### src/design/mm_ram_pkg.sv
// Memory-mapped RAM definitions
`default_nettype none

package mm_ram_pkg;

    // --------------------------------------------------
    // Bus widths
    // --------------------------------------------------

    // Address and data width of both core ports
    localparam int unsigned ADDR_WIDTH = 32;
    localparam int unsigned DATA_WIDTH = 32;

    // One enable per data byte
    localparam int unsigned BE_WIDTH = DATA_WIDTH / 8;

    // Byte address bits covered by the RAM
    localparam int unsigned RAM_ADDR_WIDTH = 12;
    localparam int unsigned RAM_BYTES      = 2 ** RAM_ADDR_WIDTH;

    // Width of the debug request cycle counter
    localparam int unsigned DBG_CNT_WIDTH = 8;

    // --------------------------------------------------
    // Address map of the virtual peripherals
    // --------------------------------------------------

    localparam logic [ADDR_WIDTH-1:0] PRINT_ADDR  = 32'h1000_0000;
    localparam logic [ADDR_WIDTH-1:0] DEBUG_ADDR  = 32'h1500_0000;
    localparam logic [ADDR_WIDTH-1:0] STATUS_ADDR = 32'h2000_0000;
    localparam logic [ADDR_WIDTH-1:0] EXIT_ADDR   = 32'h2000_0004;

    // Codes recognized by the test-status register
    localparam logic [DATA_WIDTH-1:0] PASS_CODE = 32'd123456789;
    localparam logic [DATA_WIDTH-1:0] FAIL_CODE = 32'd1;

    // --------------------------------------------------
    // Types
    // --------------------------------------------------

    // Target of one data access
    typedef enum logic [2:0] {
        REGION_RAM,
        REGION_PRINT,
        REGION_STATUS,
        REGION_EXIT,
        REGION_DEBUG,
        REGION_NONE
    } region_e;

    // Debug request counter state
    typedef enum logic {
        DBG_IDLE,
        DBG_ACTIVE
    } dbg_state_e;

endpackage

`default_nettype wire

### src/design/mem_bus_if.sv
// Decoded data access bus
`timescale 1ns/1ps
`default_nettype none

interface mem_bus_if import mm_ram_pkg::*; ();

    // Request strobe, one access per cycle
    logic                  req;
    // Full byte address
    logic [ADDR_WIDTH-1:0] addr;
    // High for a write
    logic                  we;
    // Byte lanes of a write
    logic [BE_WIDTH-1:0]   be;
    logic [DATA_WIDTH-1:0] wdata;
    // Read data, returned one cycle after req
    logic [DATA_WIDTH-1:0] rdata;

    // Memory or peripheral side
    modport target (
        input  req,
        input  addr,
        input  we,
        input  be,
        input  wdata,
        output rdata
    );

    // Router side
    modport initiator (
        output req,
        output addr,
        output we,
        output be,
        output wdata,
        input  rdata
    );

endinterface

`default_nettype wire

### src/design/data_router.sv
// Data port address router
`timescale 1ns/1ps
`default_nettype none

module data_router import mm_ram_pkg::*; (
    input  wire logic                  clk_i,
    input  wire logic                  rst_n_i,

    // Data port from the core
    input  wire logic                  data_req_i,
    input  wire logic [ADDR_WIDTH-1:0] data_addr_i,
    input  wire logic                  data_we_i,
    input  wire logic [BE_WIDTH-1:0]   data_be_i,
    input  wire logic [DATA_WIDTH-1:0] data_wdata_i,
    output      logic                  data_gnt_o,
    output      logic                  data_rvalid_o,
    output      logic [DATA_WIDTH-1:0] data_rdata_o,

    // Region of the access in this cycle
    output      region_e               region_o,

    // Steered buses
    mem_bus_if.initiator               ram_bus,
    mem_bus_if.initiator               periph_bus
);

    region_e region;
    region_e region_q;
    logic    rvalid_q;
    logic    is_periph;

    // --------------------------------------------------
    // Address decode
    // --------------------------------------------------

    always_comb begin
        if (data_addr_i < RAM_BYTES) begin
            region = REGION_RAM;
        end else if (data_addr_i == PRINT_ADDR) begin
            region = REGION_PRINT;
        end else if (data_addr_i == STATUS_ADDR) begin
            region = REGION_STATUS;
        end else if (data_addr_i == EXIT_ADDR) begin
            region = REGION_EXIT;
        end else if (data_addr_i == DEBUG_ADDR) begin
            region = REGION_DEBUG;
        end else begin
            region = REGION_NONE;
        end
    end

    assign is_periph = (region != REGION_RAM) && (region != REGION_NONE);
    assign region_o  = region;

    // RAM never stalls
    assign data_gnt_o = data_req_i;

    // --------------------------------------------------
    // Request steering
    // --------------------------------------------------

    // Unmapped accesses reach neither bus
    assign ram_bus.req   = data_req_i && (region == REGION_RAM);
    assign ram_bus.addr  = data_addr_i;
    assign ram_bus.we    = data_we_i;
    assign ram_bus.be    = data_be_i;
    assign ram_bus.wdata = data_wdata_i;

    assign periph_bus.req   = data_req_i && is_periph;
    assign periph_bus.addr  = data_addr_i;
    assign periph_bus.we    = data_we_i;
    assign periph_bus.be    = data_be_i;
    assign periph_bus.wdata = data_wdata_i;

    // --------------------------------------------------
    // Response
    // --------------------------------------------------

    // Region kept for the rdata mux in the next cycle
    always_ff @(posedge clk_i) begin
        if (!rst_n_i) begin
            rvalid_q <= 1'b0;
            region_q <= REGION_NONE;
        end else begin
            rvalid_q <= data_req_i;
            if (data_req_i) begin
                region_q <= region;
            end
        end
    end

    assign data_rvalid_o = rvalid_q;

    always_comb begin
        case (region_q)
            REGION_RAM:  data_rdata_o = ram_bus.rdata;
            REGION_NONE: data_rdata_o = '0;
            default:     data_rdata_o = periph_bus.rdata;
        endcase
    end

endmodule

`default_nettype wire

### src/flat_wrapper.sv
// flat-port wrapper written by rule: the top's interface ports become plain ports
module data_router_flat import mm_ram_pkg::*;
  (clk_i, rst_n_i, data_req_i, data_addr_i, data_we_i, data_be_i, data_wdata_i, data_gnt_o, data_rvalid_o, data_rdata_o, region_o, ram_bus_req, ram_bus_addr, ram_bus_we, ram_bus_be, ram_bus_wdata, ram_bus_rdata, periph_bus_req, periph_bus_addr, periph_bus_we, periph_bus_be, periph_bus_wdata, periph_bus_rdata);
  mem_bus_if ram_bus_i ();
  mem_bus_if periph_bus_i ();
  input  wire logic clk_i;
  input  wire logic rst_n_i;
  input  wire logic data_req_i;
  input  wire logic [ADDR_WIDTH-1:0] data_addr_i;
  input  wire logic data_we_i;
  input  wire logic [BE_WIDTH-1:0] data_be_i;
  input  wire logic [DATA_WIDTH-1:0] data_wdata_i;
  output      logic data_gnt_o;
  output      logic data_rvalid_o;
  output      logic [DATA_WIDTH-1:0] data_rdata_o;
  output      region_e region_o;
  output wire logic [$bits(ram_bus_i.req)-1:0] ram_bus_req;
  output wire logic [$bits(ram_bus_i.addr)-1:0] ram_bus_addr;
  output wire logic [$bits(ram_bus_i.we)-1:0] ram_bus_we;
  output wire logic [$bits(ram_bus_i.be)-1:0] ram_bus_be;
  output wire logic [$bits(ram_bus_i.wdata)-1:0] ram_bus_wdata;
  input wire logic [$bits(ram_bus_i.rdata)-1:0] ram_bus_rdata;
  output wire logic [$bits(periph_bus_i.req)-1:0] periph_bus_req;
  output wire logic [$bits(periph_bus_i.addr)-1:0] periph_bus_addr;
  output wire logic [$bits(periph_bus_i.we)-1:0] periph_bus_we;
  output wire logic [$bits(periph_bus_i.be)-1:0] periph_bus_be;
  output wire logic [$bits(periph_bus_i.wdata)-1:0] periph_bus_wdata;
  input wire logic [$bits(periph_bus_i.rdata)-1:0] periph_bus_rdata;
  assign ram_bus_req = ram_bus_i.req;
  assign ram_bus_addr = ram_bus_i.addr;
  assign ram_bus_we = ram_bus_i.we;
  assign ram_bus_be = ram_bus_i.be;
  assign ram_bus_wdata = ram_bus_i.wdata;
  assign ram_bus_i.rdata = ram_bus_rdata;
  assign periph_bus_req = periph_bus_i.req;
  assign periph_bus_addr = periph_bus_i.addr;
  assign periph_bus_we = periph_bus_i.we;
  assign periph_bus_be = periph_bus_i.be;
  assign periph_bus_wdata = periph_bus_i.wdata;
  assign periph_bus_i.rdata = periph_bus_rdata;
  data_router u_core (.clk_i(clk_i), .rst_n_i(rst_n_i), .data_req_i(data_req_i), .data_addr_i(data_addr_i), .data_we_i(data_we_i), .data_be_i(data_be_i), .data_wdata_i(data_wdata_i), .data_gnt_o(data_gnt_o), .data_rvalid_o(data_rvalid_o), .data_rdata_o(data_rdata_o), .region_o(region_o), .ram_bus(ram_bus_i), .periph_bus(periph_bus_i));
endmodule
### config.mk
export PLATFORM = sky130hd
export DESIGN_NAME = data_router_flat
export DESIGN_NICKNAME = d
export VERILOG_FILES = /design/src/design/mm_ram_pkg.sv /design/src/design/mem_bus_if.sv /design/src/design/data_router.sv /design/src/flat_wrapper.sv
export SDC_FILE = /design/constraint.sdc
export NUM_CORES = 1
export LEC_CHECK = 0
export BUFFER_PORTS_ARGS = -buffer_cell sky130_fd_sc_hd__buf_2
export CORE_AREA = 2 2 121 123
export CTS_CLUSTER_DIAMETER = 30
export DETAILED_ROUTE_END_ITERATION = 16
export DIE_AREA = 0 0 123 125
export MAX_ROUTING_LAYER = met4
export SLEW_MARGIN = 0
export SYNTH_ARGS = -nofsm -noshare
export SYNTH_HDL_FRONTEND = slang
export SYNTH_SLANG_ARGS = --single-unit
### constraint.sdc
create_clock -name clk_i -period 1.6 [get_ports clk_i]
set_clock_uncertainty 0.05 [all_clocks]
set_input_delay 0 -clock clk_i [delete_from_list [all_inputs] [get_ports clk_i]]
set_output_delay 0 -clock clk_i [all_outputs]
set_load 0.005 [all_outputs]
==> flow_summary.yaml <==
detailed_routing:
  final_antenna_net_count: 0
  drc: 0
  wl_microns: 5630
  drtIter0Drc: 31
  wl_per_cell_microns: 10.9
  vias: 1809
  via_per_inst: 3.52
  first_pass_iters: 6
yosys:
  synth_cells: 225
  synthesis.nets: 361
  synth_warnings: 0
  async_flop_share_pct: 0
  synth_cell_types: 30
  synth-edff-count: 0
  synth_seq_area_share_pct: 4.61
  syn_area_sq_mm: 0.00174
  syn_area_per_cell_sq_um: 7.72
  synthFlopType: "dfxtp_1"
  synth_seq_cells: 4
pwr:
  p_sw_share_pct: 30.4
  combPwrFrac_pct: 52.3
  seqPwrFrac_pct: 10.3
  power.leakage_nw: 1.30
  p_clk_share_pct: 37.3
  p_per_area_mw_per_mm2: 416
  internal_power_mw: 0.721
  power.switching_mw: 0.315
  power.total_mw: 1.04
  ir_drop_uv: 171
final_layout:
  drive_gt1_share_pct: 67.6
  diodes: 0
  syn_to_final_growth_pct: 43.4
  fin_area_sq_mm: 0.00249
  utilization_pct: 17.5
  fin_nets: 468
timing:
  clock.fmax_mhz: 662
  finalHoldViolCount: 0
  whs_ps: 19.3
  rsz0062_at_grt: "false"
  period_needed_ps: 1510
  period_share_pct: 94.4
  drv_slew: 0
  fin_tns_setup_ps: 0
  max_slew_margin_pct: 77.3
  tightest_slew_ps: 340
  final-setup-viol-count: 0
critical_path:
  slowest_stage: "or4_1"
  cp_data_arrival_time_ps: 1460
  max_stage_delay_ps: 530
  critPathKind: "input pin to output port"
  worstReg2RegEnd: "u_core.region_q[1]"
  startpoint_type: "input pin"
  r2r_setup_slack_ps: 830
  cp_common_cell: "buf_2"
  rr_worst_depth: 2
  endpoint_kind: "output port"
  crit_required_ps: 1550
  cp_cell_sequence: "buf_2 -> nor4_4 -> buf_4 -> nand4_2 -> or4_1 -> a21oi_1 -> buf_2"
  reg2reg_from: "u_core.region_q[1]"
  worstPathMaxFanout: 3
place:
  port_buffers: 201
  dpl-instance-area_sq_mm: 0.00198
  place_hpwl_microns: 4460
  routabilityCongestion: 0.748
global_routing:
  grt_pass1_vias: 1515
  grt_use_total_pct: 6.04
  grt_antenna_before_repair: 0
  grt_overflow: 0
  grt_first_pass_wirelength_microns: 7090
  grt_start_max_net_pins: 33
clock_tree:
  clk_path_buf_depth: 2
  clk_pin_slew_ps: 30
  cts_root_buffer: "clkbuf_16"
  cts_tree: "yes"
  cts.sinks: 4
  cts_made_buffers: 3
  post_cts_buffers: 0
  htreeDepth: 1
  clock_latency_ps: 220
floorplanning:
  dieArea_sq_mm: 0.0154
  initial_utilization_pct: 12.2
  row_count: 44
  io_pins: 313
  fp.dieW_microns: 123
  core_sq_mm: 0.0142
  chipHeight_microns: 125
outcome:
  status: "completed"
hold_path:
  hold_end: "u_core.data_rvalid_o"
  hold_class: "input pin to register"
  hold_depth: 2
  min-delay-start: "data_req_i"
flow_run:
  maxCapViolCount: 0
-- metal layers --
layer | track usage [%] | vias up | routed length, microns
met5 | - | - | 0
met4 | 1.40 | 0 | 48
met3 | 0.639 | 8 | 564
met2 | 11.6 | 149 | 2920
met1 | 6.54 | 793 | 2090
li1 | - | 859 | -
-- area by class of cell --
class | count | area [sq um]
clock buffers | 3 | 75.1
fillers | 1603 | 11700
inverters | 1 | 3.75
multi-input cells | 75 | 643
flip-flops and latches | 4 | 80.1
well taps | 184 | 230
repair buffers | 247 | 1460
-- how the worst max path moves through the flow --
stage                               start            endpoint  slack [ps]  depth (start not counted)
final                     data_addr_i[30]      periph_bus_req          90                          7
after global routing      data_addr_i[21]      periph_bus_req           9                          6
after CTS                  data_addr_i[5]      periph_bus_req           4                          6
after detailed placement   data_addr_i[5]  u_core.region_q[0]        -190                          6
after global placement     data_addr_i[5]      periph_bus_req        -180                          6
after floorplan           data_addr_i[21]      periph_bus_req         360                          4
-- kinds of logic (layout without fill, tap and decap cells) --
group / after synthesis / after routing / share of synthesized area [%]
AO/OA/AOI/OAI: 42 / 42 / 20.2
AND/OR/NAND/NOR: 31 / 31 / 12.5
flip-flops: 4 / 4 / 4.61
buffers and inverters: 146 / 251 / 61.6
XOR/XNOR: 2 / 2 / 1.01
-- critical path: cells and delay by family --
kind | cells | cell delay (ps)
AND/OR/NAND/NOR | 3 | 930
buffers and inverters | 3 | 380
AO/OA/AOI/OAI | 1 | 140
-- power by group through the flow --
stage          combinational (mW)  clock (mW)  sequential, mW
2_1_floorplan               0.385           0           0.108
3_3_place_gp                0.426           0           0.108
3_5_place_dp                0.427           0           0.108
4_1_cts                     0.538       0.393           0.107
5_1_grt                     0.598       0.403           0.107
6_report                    0.542       0.387           0.107
-- cell usage in the layout (no fill, tap or decap), drive strengths merged, types with 3 or more instances in the layout --
master,n
a22o,32
buf,209
clkbuf,3
dfxtp,4
dlygate4sd3,38
nor2,4
nor3,6
nor4,8
-- Yosys cell counts, types with 2 or more instances --
| cell type | instances | area, sq um |
|---|---|---|
| xnor2_1 | 2 | 17.5 |
| clkbuf_1 | 6 | 22.5 |
| a21boi_0 | 2 | 15.0 |
| nor2b_1 | 2 | 12.5 |
| buf_4 | 139 | 1040 |
| nor4_2 | 3 | 37.5 |
| a22o_1 | 32 | 280 |
| nor2_1 | 4 | 15.0 |
| nor3_1 | 6 | 30.0 |
| nor4_1 | 4 | 25.0 |
| o31ai_1 | 2 | 15.0 |
| dfxtp_1 | 4 | 80.1 |
| nand2b_1 | 2 | 12.5 |
-- what timing repair did --
item                                   in CTS  in global routing
endpoints found under the hold margin      76                  0
setup endpoints to repair                   3                  3
hold buffers                               38                  0
gates resized for setup                     2                  5
-- registers in the layout, summed over array words and instances, names as in the netlist --
register              count
u_core.data_rvalid_o      1
u_core.region_q           3
-- through the flow --
step,worst slack (ps),std cells
finish,89.5,514
global route,8.94,514
CTS,4.11,514
detailed placement,-187,473
global placement,-185,473
floorplan,356,225
Note: power is estimated with default switching activity, not from simulation.
