===== src/design/mm_ram_pkg.sv =====
// Memory-mapped RAM definitions
`default_nettype none

package mm_ram_pkg;

    // --------------------------------------------------
    // Bus widths
    // --------------------------------------------------

    // Address and data width of both core ports
    localparam int unsigned ADDR_WIDTH = 32;
    localparam int unsigned DATA_WIDTH = 32;

    // One enable per data byte
    localparam int unsigned BE_WIDTH = DATA_WIDTH / 8;

    // Byte address bits covered by the RAM
    localparam int unsigned RAM_ADDR_WIDTH = 12;
    localparam int unsigned RAM_BYTES      = 2 ** RAM_ADDR_WIDTH;

    // Width of the debug request cycle counter
    localparam int unsigned DBG_CNT_WIDTH = 8;

    // --------------------------------------------------
    // Address map of the virtual peripherals
    // --------------------------------------------------

    localparam logic [ADDR_WIDTH-1:0] PRINT_ADDR  = 32'h1000_0000;
    localparam logic [ADDR_WIDTH-1:0] DEBUG_ADDR  = 32'h1500_0000;
    localparam logic [ADDR_WIDTH-1:0] STATUS_ADDR = 32'h2000_0000;
    localparam logic [ADDR_WIDTH-1:0] EXIT_ADDR   = 32'h2000_0004;

    // Codes recognized by the test-status register
    localparam logic [DATA_WIDTH-1:0] PASS_CODE = 32'd123456789;
    localparam logic [DATA_WIDTH-1:0] FAIL_CODE = 32'd1;

    // --------------------------------------------------
    // Types
    // --------------------------------------------------

    // Target of one data access
    typedef enum logic [2:0] {
        REGION_RAM,
        REGION_PRINT,
        REGION_STATUS,
        REGION_EXIT,
        REGION_DEBUG,
        REGION_NONE
    } region_e;

    // Debug request counter state
    typedef enum logic {
        DBG_IDLE,
        DBG_ACTIVE
    } dbg_state_e;

endpackage

`default_nettype wire


===== src/design/mem_bus_if.sv =====
// Decoded data access bus
`timescale 1ns/1ps
`default_nettype none

interface mem_bus_if import mm_ram_pkg::*; ();

    // Request strobe, one access per cycle
    logic                  req;
    // Full byte address
    logic [ADDR_WIDTH-1:0] addr;
    // High for a write
    logic                  we;
    // Byte lanes of a write
    logic [BE_WIDTH-1:0]   be;
    logic [DATA_WIDTH-1:0] wdata;
    // Read data, returned one cycle after req
    logic [DATA_WIDTH-1:0] rdata;

    // Memory or peripheral side
    modport target (
        input  req,
        input  addr,
        input  we,
        input  be,
        input  wdata,
        output rdata
    );

    // Router side
    modport initiator (
        output req,
        output addr,
        output we,
        output be,
        output wdata,
        input  rdata
    );

endinterface

`default_nettype wire


===== src/design/virt_periph.sv =====
// Virtual peripherals
`timescale 1ns/1ps
`default_nettype none

module virt_periph import mm_ram_pkg::*; (
    input  wire logic                  clk_i,
    input  wire logic                  rst_n_i,

    // Decoded access from the router
    input  wire region_e               region_i,
    mem_bus_if.target                  bus_if,

    // Character output
    output      logic                  print_valid_o,
    output      logic [7:0]            print_char_o,

    // Test status and exit
    output      logic                  tests_passed_o,
    output      logic                  tests_failed_o,
    output      logic                  exit_valid_o,
    output      logic [DATA_WIDTH-1:0] exit_value_o,

    // Debug request line to the core
    output      logic                  debug_req_o
);

    logic wr_en;

    logic                     print_valid_q;
    logic [7:0]               print_char_q;
    logic                     passed_q;
    logic                     failed_q;
    logic                     exit_valid_q;
    logic [DATA_WIDTH-1:0]    exit_value_q;

    dbg_state_e               dbg_state_q;
    logic [DBG_CNT_WIDTH-1:0] dbg_cnt_q;
    logic [DBG_CNT_WIDTH-1:0] dbg_len;

    // Byte enables play no part here
    assign wr_en = bus_if.req && bus_if.we;

    // Reads of any peripheral give zero
    assign bus_if.rdata = '0;

    // --------------------------------------------------
    // Pulses and exit value
    // --------------------------------------------------

    always_ff @(posedge clk_i) begin
        if (!rst_n_i) begin
            print_valid_q <= 1'b0;
            passed_q      <= 1'b0;
            failed_q      <= 1'b0;
            exit_valid_q  <= 1'b0;
            exit_value_q  <= '0;
        end else begin
            print_valid_q <= wr_en && (region_i == REGION_PRINT);
            // Other status codes fall through as no event
            passed_q      <= wr_en && (region_i == REGION_STATUS) &&
                             (bus_if.wdata == PASS_CODE);
            failed_q      <= wr_en && (region_i == REGION_STATUS) &&
                             (bus_if.wdata == FAIL_CODE);
            exit_valid_q  <= wr_en && (region_i == REGION_EXIT);
            // Exit code holds until the next exit write
            if (wr_en && (region_i == REGION_EXIT)) begin
                exit_value_q <= bus_if.wdata;
            end
        end
    end

    // Character byte
    always_ff @(posedge clk_i) begin
        if (wr_en && (region_i == REGION_PRINT)) begin
            print_char_q <= bus_if.wdata[7:0];
        end
    end

    assign print_valid_o  = print_valid_q;
    assign print_char_o   = print_char_q;
    assign tests_passed_o = passed_q;
    assign tests_failed_o = failed_q;
    assign exit_valid_o   = exit_valid_q;
    assign exit_value_o   = exit_value_q;

    // --------------------------------------------------
    // Debug request counter
    // --------------------------------------------------

    // Requested cycle count from the low byte
    assign dbg_len = bus_if.wdata[DBG_CNT_WIDTH-1:0];

    // Counter holds cycles left after the current one
    always_ff @(posedge clk_i) begin
        if (!rst_n_i) begin
            dbg_state_q <= DBG_IDLE;
            dbg_cnt_q   <= '0;
        end else if (wr_en && (region_i == REGION_DEBUG)) begin
            // A new write restarts, zero stops the request
            if (dbg_len != '0) begin
                dbg_state_q <= DBG_ACTIVE;
                dbg_cnt_q   <= dbg_len - 1'b1;
            end else begin
                dbg_state_q <= DBG_IDLE;
                dbg_cnt_q   <= '0;
            end
        end else if (dbg_state_q == DBG_ACTIVE) begin
            if (dbg_cnt_q == '0) begin
                dbg_state_q <= DBG_IDLE;
            end else begin
                dbg_cnt_q <= dbg_cnt_q - 1'b1;
            end
        end
    end

    assign debug_req_o = (dbg_state_q == DBG_ACTIVE);

endmodule

`default_nettype wire


===== src/flat_wrapper.sv =====
// flat-port wrapper written by rule: the top's interface ports become plain ports
module virt_periph_flat import mm_ram_pkg::*;
  (clk_i, rst_n_i, region_i, print_valid_o, print_char_o, tests_passed_o, tests_failed_o, exit_valid_o, exit_value_o, debug_req_o, bus_if_req, bus_if_addr, bus_if_we, bus_if_be, bus_if_wdata, bus_if_rdata);
  mem_bus_if bus_if_i ();
  input  wire logic clk_i;
  input  wire logic rst_n_i;
  input  wire region_e region_i;
  output      logic print_valid_o;
  output      logic [7:0] print_char_o;
  output      logic tests_passed_o;
  output      logic tests_failed_o;
  output      logic exit_valid_o;
  output      logic [DATA_WIDTH-1:0] exit_value_o;
  output      logic debug_req_o;
  input wire logic [$bits(bus_if_i.req)-1:0] bus_if_req;
  input wire logic [$bits(bus_if_i.addr)-1:0] bus_if_addr;
  input wire logic [$bits(bus_if_i.we)-1:0] bus_if_we;
  input wire logic [$bits(bus_if_i.be)-1:0] bus_if_be;
  input wire logic [$bits(bus_if_i.wdata)-1:0] bus_if_wdata;
  output wire logic [$bits(bus_if_i.rdata)-1:0] bus_if_rdata;
  assign bus_if_i.req = bus_if_req;
  assign bus_if_i.addr = bus_if_addr;
  assign bus_if_i.we = bus_if_we;
  assign bus_if_i.be = bus_if_be;
  assign bus_if_i.wdata = bus_if_wdata;
  assign bus_if_rdata = bus_if_i.rdata;
  virt_periph u_core (.clk_i(clk_i), .rst_n_i(rst_n_i), .region_i(region_i), .bus_if(bus_if_i), .print_valid_o(print_valid_o), .print_char_o(print_char_o), .tests_passed_o(tests_passed_o), .tests_failed_o(tests_failed_o), .exit_valid_o(exit_valid_o), .exit_value_o(exit_value_o), .debug_req_o(debug_req_o));
endmodule

===== config.mk =====
export PLATFORM = sky130hd
export DESIGN_NAME = virt_periph_flat
export DESIGN_NICKNAME = d
export VERILOG_FILES = /design/src/design/mm_ram_pkg.sv /design/src/design/mem_bus_if.sv /design/src/design/virt_periph.sv /design/src/flat_wrapper.sv
export SDC_FILE = /design/constraint.sdc
export NUM_CORES = 1
export LEC_CHECK = 0
export ABC_CLOCK_PERIOD_IN_PS = 3100
export BUFFER_PORTS_ARGS = -buffer_cell sky130_fd_sc_hd__buf_2
export CORE_MARGIN = 2
export CORE_UTILIZATION = 48
export CTS_BUF_LIST = sky130_fd_sc_hd__clkbuf_8
export CTS_CLUSTER_DIAMETER = 100
export DETAILED_ROUTE_END_ITERATION = 10
export PLACE_DENSITY = 0.86
export RECOVER_POWER = 25
export SYNTH_ARGS = -nofsm -noshare
export SYNTH_HDL_FRONTEND = slang
export SYNTH_SLANG_ARGS = --single-unit

===== constraint.sdc =====
create_clock -name clk_i -period 3.1 [get_ports clk_i]
set_input_delay 0 -clock clk_i [delete_from_list [all_inputs] [get_ports clk_i]]
set_output_delay 0 -clock clk_i [all_outputs]
set_load 0.02 [all_outputs]

==> impl_metrics.json, run 1 <==
{
  "gp_congestion": 0.900,
  "pwr_density_cell_nw_per_um2": 425,
  "drt-total-wl_um": 7280,
  "slew_headroom": 0.191,
  "fin_skew_ps": 6.21,
  "routed_via_density": 5.36,
  "coreArea_um2": 5070,
  "start_util": 0.492,
  "post_drt_wl_per_cell_um": 15.5,
  "fin_ws_ps": 1180,
  "grt_pass1_vias": 2311,
  "nFillCells": 451,
  "ys_seq_area_frac": 0.457,
  "synthesis.area_um2": 2500,
  "ir_worst_vdd_mv": 0.326,
  "cap_violations": 0,
  "synth.distinct_cells": 42,
  "seq_power_share": 0.529,
  "switching_share": 0.254,
  "setup_tns_ps": 0,
  "tightestPinTransition_ps": 1210,
  "num_rows": 26,
  "rsz0062_at_grt": "no",
  "end_kind": "flop",
  "synth_ff_type": "dfxtp_1",
  "clkSinkCount": 53,
  "async_flop_share": 0,
  "place_area_um2": 2820,
  "drc": 0,
  "final_common_cell": "nand2_1",
  "numCtsBuffers": 5,
  "r2r_slack_ps": 1330,
  "synth_area_per_cell_um2": 8.44,
  "drtAntennaViolNets": 0,
  "fin_crit_sh": 0.618,
  "hp-class": "primary input to flop",
  "fmax_mhz": 522,
  "vias": 2513,
  "final_cells": 469,
  "ys_top_cells_by_area": "dfxtp_1, nand2_1, buf_4, edfxtp_1, a21oi_1",
  "clkPwrFrac": 0.336,
  "yosysWarnings": 0,
  "switchingPower_uw": 342,
  "port_buffers": 83,
  "min_from": "rst_n_i",
  "arrival_ps": 2110,
  "cp.required_ps": 3300,
  "postCtsSetupRepairBufs": 0,
  "pwr-share-comb": 0.136,
  "p_int_mw": 1.01,
  "path_clk_slew_ps": 90,
  "cts_tree": "built",
  "die_area_um2": 5800,
  "die_height_um": 76.1,
  "whs_path_depth": 3,
  "min_period_ps": 1920,
  "leakage_nw": 1.28,
  "diodes": 0,
  "final_cell_mix": "nand2_1, buf_2, dfxtp_1",
  "whs_endpoint": "u_core.dbg_cnt_q[3]",
  "syn_inst": 296,
  "setup.worst_path.start_class": "primary input",
  "grt_start_max_net_pins": 39,
  "status": "complete, no violations",
  "hold_violations": 0,
  "synth_seq_cells": 53,
  "antenna_found_initial": 0,
  "htreeDepth": 2,
  "crit_fanout": 6,
  "area_growth_pct": 27.1,
  "cts.path.max_buffers": 2,
  "synth_edf_count": 8,
  "insertion_delay_ps": 300,
  "die_w_um": 76.1,
  "r2r_cells": 4,
  "clock_tree.root_cell": "clkbuf_8",
  "io_pins": 152,
  "dp_hpwl_um": 4220,
  "first_pass_iters": 6,
  "drv_slew": 0,
  "drtIter0Drc": 237,
  "overflow": 0,
  "setup_viol": 0,
  "crit_type": "primary input to flop",
  "grt_pass1_wl_um": 11400,
  "synth_top_area_share": 0.361,
  "yosysTopAreaCell": "dfxtp_1",
  "design_area_um2": 3170,
  "drive_above_1_share": 0.175,
  "post-place-ws_ps": 1280,
  "r2r_end": "u_core.dbg_cnt_q[1]",
  "grt_use_total": 0.243,
  "r2r_start": "u_core.dbg_cnt_q[3]",
  "fin_nets": 477,
  "dp_cells": 433
}
==> layout make-up <==
| cell class | instances | area (µm²) | share of cell area |
|---|---|---|---|
| Clock inverter | 3 | 37.5 | 0.0118 |
| Clock buffer | 5 | 68.8 | 0.0217 |
| Sequential cell | 53 | 1140 | 0.359 |
| Tap cell | 70 | 87.6 | 0.0276 |
| Multi-Input combinational cell | 221 | 1150 | 0.363 |
| Inverter | 6 | 22.5 | 0.00710 |
| Timing Repair Buffer | 111 | 663 | 0.209 |
==> power groups by stage <==
stage                     clock, mW  combinational, mW  sequential, mW
after floorplan                   0              0.114           0.737
after detailed placement          0              0.148           0.728
after global placement            0              0.147           0.728
final                         0.452              0.183           0.713
after CTS                     0.453              0.177           0.712
after global routing          0.488              0.194           0.714
==> per-stage QoR <==
stage               power (mW)  hold WS, ps  utilization
floorplan                0.851         98.9            -
global placement         0.874          253        0.556
detailed placement       0.876          259        0.556
CTS                       1.34         10.5        0.632
global route              1.40         32.5        0.625
finish                    1.35         25.2        0.625
==> Yosys cell counts (2+ instances only) <==
master / number
o211ai_1: 2
mux2i_1: 2
o31ai_1: 2
or4_1: 2
nor4b_1: 2
ha_1: 4
nor4_1: 8
o21ai_0: 3
and3b_1: 3
dfxtp_1: 45
nand2_1: 73
xnor2_1: 3
edfxtp_1: 8
a21oi_1: 38
inv_1: 6
nand4_1: 4
nor3_1: 4
xor2_1: 2
buf_4: 32
a211oi_1: 3
nor2_1: 9
nand3_1: 3
clkbuf_1: 15
a221oi_1: 2
and3_1: 2
o22ai_1: 2
o31a_1: 2
==> state kept, by name, indices dropped and copies added (netlist names) <==
| name | count |
|---|---|
| u_core.exit_value_o | 32 |
| u_core.print_valid_o | 1 |
| u_core.print_char_o | 8 |
| u_core.dbg_cnt_q | 8 |
| u_core.tests_passed_o | 1 |
| u_core.debug_req_o | 1 |
| u_core.tests_failed_o | 1 |
| u_core.exit_valid_o | 1 |
==> per-layer routing <==
layer	GRT usage	vias to the layer above	routed length [µm]
met3	0.0474	35	620
met2	0.433	183	3590
met1	0.285	1141	2760
met5	0	-	0
met4	0.104	0	315
li1	-	1154	-
==> repair_timing <==
| item | CTS | global route |
|---|---|---|
| hold endpoints to repair | 29 | 0 |
| setup endpoints to repair | 0 | 0 |
| resized for setup | 0 | 0 |
| hold buffers | 28 | 0 |
==> critical path, stage by stage <==
cell and delay [ps]:
dlygate4sd3_1 540, clkbuf_1 200, inv_1 130, ha_1 240, or3b_2 500, nor3_1 160
a211oi_1 70, a211oi_1 260
==> worst max path at each step <==
stage	startpoint	end	cells after the start
finish	bus_if_wdata[0]	u_core.dbg_cnt_q[4]	8
global route	bus_if_wdata[0]	u_core.dbg_cnt_q[4]	8
CTS	bus_if_wdata[1]	u_core.dbg_cnt_q[4]	8
detailed placement	region_i[2]	u_core.exit_value_o[10]	5
global placement	region_i[2]	u_core.exit_value_o[31]	5
floorplan	u_core.dbg_cnt_q[3]	u_core.dbg_cnt_q[1]	4
==> logic make-up after synthesis <==
group,after synthesis,synth area share
buffers and inverters,53,0.128
other,1,0.00150
muxes,4,0.0185
DFF,53,0.457
AOI/OAI and AO/OA,57,0.133
adders and majority gates,4,0.0200
xor gates and xnor gates,5,0.0175
and+or+nand+nor,119,0.224
No activity file was read; power rests on OpenSTA's default activity.
==> run 2, diff against run 1 <==
Settings changed: ABC_CLOCK_PERIOD_IN_PS 3100 to 1620, CORE_UTILIZATION 48 to 40, PLACE_DENSITY 0.86 to 0.76.
Clock period 3.1 ns to 1.62 ns, I/O delays scaled along.
==> run 2 against run 1 <==
The flow now finishes with violations (negative setup slack). Clock skew is 0.90 ps higher. First-iteration DRC count is 20% lower. Clock power is 59% higher. Count of clock-buffer cells in the layout stayed put. Register-to-register slack worse by 1300 ps. Hold slack better by 31 ps. Non-clock buffer count is 11 higher. Final area is 3.5% higher. Die area is 19% higher. Cell count is 3.4% higher. Sequential share of layout area is 1.1 points lower. Wire length is 6.8% lower.
==> impl_metrics.json, run 2 (synthesis gave the netlist of run 1 again) <==
{
  "grt_pass1_wl_um": 11000,
  "grt_use_total": 0.193,
  "rsz0062_at_grt": "yes",
  "vias": 2421,
  "path_buf_inv": 1,
  "switching_share": 0.268,
  "die_w_um": 83.0,
  "arrival_ps": 1820,
  "end_kind": "flop",
  "setup_viol": 2,
  "cp.required_ps": 1800,
  "port_buffers": 83,
  "path_clk_slew_ps": 90,
  "critical-path-top-delay-family": "compound AO/OA/AOI/OAI gates",
  "setup.worst_path.start_class": "flop",
  "timing.hold.ws_ps": 56.0,
  "drt-total-wl_um": 6790,
  "die_height_um": 83.0,
  "num_rows": 28,
  "crit_fanout": 4,
  "drc": 0,
  "ir_worst_vdd_mv": 0.356,
  "r2r_slack_ps": -20,
  "gp_congestion": 0.853,
  "seq_power_share": 0.557,
  "r2r_start": "u_core.dbg_cnt_q[1]",
  "overflow": 0,
  "routed_via_density": 4.99,
  "slew_headroom": 0.285,
  "worstPathCellList": "inv_1, ha_1, and3b_1, a31oi_1, a31o_2, a221oi_1",
  "final_cell_mix": "nand2_1, buf_2, dfxtp_1",
  "area_growth_pct": 31.5,
  "fin_crit_sh": 1.01,
  "grt_start_max_net_pins": 31,
  "cap_violations": 0,
  "leakage_nw": 1.36,
  "fin_ws_ps": -17.3,
  "status": "complete, but fails checks",
  "grt_pass1_vias": 2362,
  "coreArea_um2": 5990,
  "clkSinkCount": 53,
  "final_common_cell": "nand2_1",
  "start_util": 0.417,
  "post-place-ws_ps": -26.4,
  "post_drt_wl_per_cell_um": 14.0,
  "pwr-share-comb": 0.150,
  "whs_path_depth": 3,
  "drv_slew": 0,
  "drtIter0Drc": 189,
  "diodes": 0,
  "antenna_found_initial": 0,
  "first_pass_iters": 4,
  "die_area_um2": 6890,
  "io_pins": 152,
  "drive_above_1_share": 0.222,
  "crit_type": "flop to flop",
  "cts_tree": "built",
  "numCtsBuffers": 5,
  "whs_endpoint": "u_core.dbg_cnt_q[3]",
  "failed_checks": "negative setup slack",
  "pwr_density_cell_nw_per_um2": 745,
  "fin_skew_ps": 7.11,
  "drtAntennaViolNets": 0,
  "clock_tree.root_cell": "clkbuf_8",
  "fmax_mhz": 611,
  "fin_nets": 488,
  "dp_hpwl_um": 4640,
  "switchingPower_uw": 657,
  "r2r_cells": 6,
  "htreeDepth": 2,
  "tightestPinTransition_ps": 1070,
  "max_stage_delay_ps": 350,
  "p_int_mw": 1.79,
  "crit_path_top_delay_cell": "a221oi_1",
  "insertion_delay_ps": 300,
  "min_period_ps": 1640,
  "clkPwrFrac": 0.294,
  "cts.path.max_buffers": 2,
  "hold_violations": 0,
  "min_from": "rst_n_i",
  "hp-class": "primary input to flop",
  "largest_reg_flops": 32,
  "r2r_end": "u_core.dbg_cnt_q[6]"
}
## run 2: repair_timing
action                                  4_1_cts  5_1_grt
endpoints found under the setup margin        2        7
hold endpoints to repair                     32        0
setup buffers                                 1        0
resized for setup                             2        4
pin swaps                                     5        6
cloned                                        0        0
hold buffers                                 28        0
## run 2: layer usage
layer / global-route usage / wire length, µm / up-vias / part of all wire
met5: 0 / 0 / - / 0
met3: 0.0408 / 465 / 24 / 0.069
met2: 0.320 / 3300 / 121 / 0.49
met4: 0.0835 / 218 / 0 / 0.032
li1: - / - / 1177 / -
met1: 0.241 / 2810 / 1099 / 0.41
## run 2: cell type report
class                           count  area (µm²)
Fill cell                         541        2710
Multi-Input combinational cell    221        1160
Sequential cell                    53        1140
Timing Repair Buffer              122         773
Tap cell                           75        93.8
Clock buffer                        5        68.8
Inverter                            6        22.5
Clock inverter                      3        17.5
## run 2: through the flow
step / util / area (µm²) / std cells / power (mW) / setup TNS (ps)
after floorplan: - / 2610 / 327 / 1.63 / 0
after global placement: 0.491 / 2940 / 448 / 1.69 / -6.85
after detailed placement: 0.491 / 2940 / 448 / 1.70 / -26.4
after CTS: 0.553 / 3310 / 485 / 2.47 / -51.2
after global routing: 0.548 / 3280 / 485 / 2.56 / -267
final: 0.548 / 3280 / 485 / 2.45 / -33.8
## run 2: worst max path at each step
stage          slack (ps)  cells after the start                start             endpoint
2_1_floorplan           4                      4  u_core.dbg_cnt_q[6]  u_core.dbg_cnt_q[1]
3_3_place_gp           -7                      4  u_core.dbg_cnt_q[6]  u_core.dbg_cnt_q[1]
3_5_place_dp          -30                      4  u_core.dbg_cnt_q[6]  u_core.dbg_cnt_q[1]
4_1_cts               -50                      4  u_core.dbg_cnt_q[5]  u_core.dbg_cnt_q[1]
5_1_grt               -50                      4   u_core.debug_req_o  u_core.dbg_cnt_q[7]
6_report              -20                      6  u_core.dbg_cnt_q[1]  u_core.dbg_cnt_q[6]
## run 2: worst reg2reg max path, cell delays in order, from the launching register on
cell and delay [ps]:
dfxtp_1 340, inv_1 100, ha_1 160, and3b_1 230
a31oi_1 100, a31o_2 240, a221oi_1 350
## run 2: power by group through the flow
stage / Sequential (mW) / Clock, mW / Combinational [mW]
2_1_floorplan: 1.41 / 0 / 0.217
3_3_place_gp: 1.39 / 0 / 0.302
3_5_place_dp: 1.39 / 0 / 0.306
4_1_cts: 1.36 / 0.748 / 0.363
5_1_grt: 1.37 / 0.803 / 0.396
6_report: 1.36 / 0.719 / 0.366
==> run 3, diff against run 2 <==
Settings changed: SETUP_SLACK_MARGIN set to 0.2.
==> run 3 against run 2 <==
Via count rose by 2.7%. Global-route usage rose by 0.37 points. Combinational power rose by 3%. Worst setup slack got worse by 28 ps. Critical endpoint is now u_core.dbg_cnt_q[1]. Largest power group unchanged. Largest cell class unchanged. The run still ends with negative setup slack left. Clock skew fell by 2.3 ps. Count of clock-buffer cells in the layout rose by 1. Non-clock buffer count rose by 4. Critical path depth fell by 2.
==> impl_metrics.json, run 3 (synthesis gave the netlist of run 1 again) <==
{
  "min_period_ps": 1670,
  "fin_ws_ps": -45.3,
  "drive_above_1_share": 0.252,
  "end_kind": "flop",
  "port_buffers": 83,
  "num_rows": 28,
  "antenna_found_initial": 0,
  "crit_type": "flop to flop",
  "max_stage_delay_ps": 540,
  "crit_path_top_delay_cell": "or4_4",
  "design_area_um2": 3350,
  "clkSinkCount": 53,
  "area_growth_pct": 34.1,
  "crit_fanout": 3,
  "use_met2": 0.324,
  "fmax_mhz": 600,
  "cts.path.max_buffers": 2,
  "status": "complete, but fails checks",
  "grt_start_max_net_pins": 34,
  "ir_worst_vdd_mv": 0.492,
  "timing.hold.ws_ps": 34.2,
  "dp_hpwl_um": 4710,
  "fin_nets": 492,
  "cts_tree": "built",
  "overflow": 0,
  "rsz0062_at_grt": "yes",
  "fin_skew_ps": 4.76,
  "htreeDepth": 2,
  "die_area_um2": 6890,
  "final_cell_mix": "nand2_1, buf_2, dfxtp_1",
  "leakage_nw": 1.37,
  "hp-class": "primary input to flop",
  "drt-total-wl_um": 6940,
  "start_util": 0.417,
  "setup_tns_ps": -135,
  "grt_pass1_wl_um": 11300,
  "slew_headroom": 0.492,
  "tightestPinTransition_ps": 762,
  "first_pass_iters": 4,
  "drtAntennaViolNets": 0,
  "numCtsBuffers": 5,
  "path_buf_inv": 0,
  "vias": 2486,
  "met1_usage": 0.246,
  "cap_violations": 0,
  "diodes": 0,
  "post_drt_wl_per_cell_um": 14.2,
  "critical-path-top-delay-family": "simple AND/OR/NAND/NOR gates",
  "routed_via_density": 5.09,
  "place_area_um2": 2910,
  "cp.required_ps": 1840,
  "setup.worst_path.start_class": "flop",
  "drc": 0,
  "arrival_ps": 1890,
  "die_w_um": 83.0,
  "insertion_delay_ps": 290,
  "drtIter0Drc": 193,
  "worstPathCellList": "or4_4, o31a_1, mux2_4, o22ai_2",
  "die_height_um": 83.0,
  "hold_violations": 0,
  "grt_use_total": 0.196,
  "clock_tree.root_cell": "clkbuf_8",
  "failed_checks": "negative setup slack",
  "largest_reg_flops": 32,
  "path_clk_slew_ps": 90,
  "pwr_density_cell_nw_per_um2": 741,
  "io_pins": 152,
  "use_met3": 0.0507,
  "fin_crit_sh": 1.03,
  "drv_slew": 0,
  "gp_congestion": 0.862,
  "grt_busiest_layer": "met2",
  "coreArea_um2": 5990,
  "grt_pass1_vias": 2430,
  "setup_viol": 4,
  "final_common_cell": "nand2_1"
}
-- run 3: worst paths after layout --
path | start | end | slack (ps) | cells past startpoint
setup / recovery | u_core.dbg_cnt_q[6] | u_core.dbg_cnt_q[1] | -50 | 4
setup reg to reg | u_core.dbg_cnt_q[6] | u_core.dbg_cnt_q[1] | -50 | 4
hold reg to reg | u_core.exit_value_o[20] | u_core.exit_value_o[20] | 460 | 2
hold / removal | rst_n_i | u_core.dbg_cnt_q[3] | 30 | 3
-- run 3: repair_timing --
| item | in CTS | in global routing |
|---|---|---|
| hold buffers | 29 | 0 |
| setup buffers | 4 | 1 |
| pin swaps | 9 | 3 |
| endpoints found under the hold margin | 31 | 0 |
| setup endpoints to repair | 9 | 10 |
| gates resized for setup | 13 | 3 |
-- run 3: final cells by class --
class,count,area [µm²]
Inverter,6,22.5
Timing Repair Buffer,126,790
Tap cell,75,93.8
Clock inverter,1,7.51
Multi-Input combinational cell,221,1210
Clock buffer,6,82.6
Sequential cell,53,1140
Fill cell,541,2640
-- run 3: power by group --
part	switching, mW	total, mW	leakage [nW]	internal (mW)
clock network	0.401	0.740	0.0433	0.338
registers	0.0118	1.36	0.437	1.35
logic	0.233	0.377	0.890	0.144
total	0.646	2.48	1.37	1.83
-- run 3: per-layer routing --
metal	up-vias	share of wire
met4	0	0.027
met1	1149	0.41
li1	1184	-
met5	-	0
met2	133	0.48
met3	20	0.085
-- run 3: metrics by stage --
step / cells / utilization / setup WS (ps) / total power [mW]
3_3_place_gp: 447 / 0.485 / 20.9 / 1.69
6_report: 488 / 0.559 / -45.3 / 2.48
2_1_floorplan: 327 / - / 30.2 / 1.63
3_5_place_dp: 447 / 0.485 / -32.7 / 1.70
4_1_cts: 487 / 0.560 / -38.8 / 2.50
5_1_grt: 488 / 0.559 / -104 / 2.58
-- run 3: worst register-to-register path: stages (launching register included) --
cell,delay [ps]
dfxtp_2,340
or4_4,540
o31a_1,310
mux2_4,320
o22ai_2,90
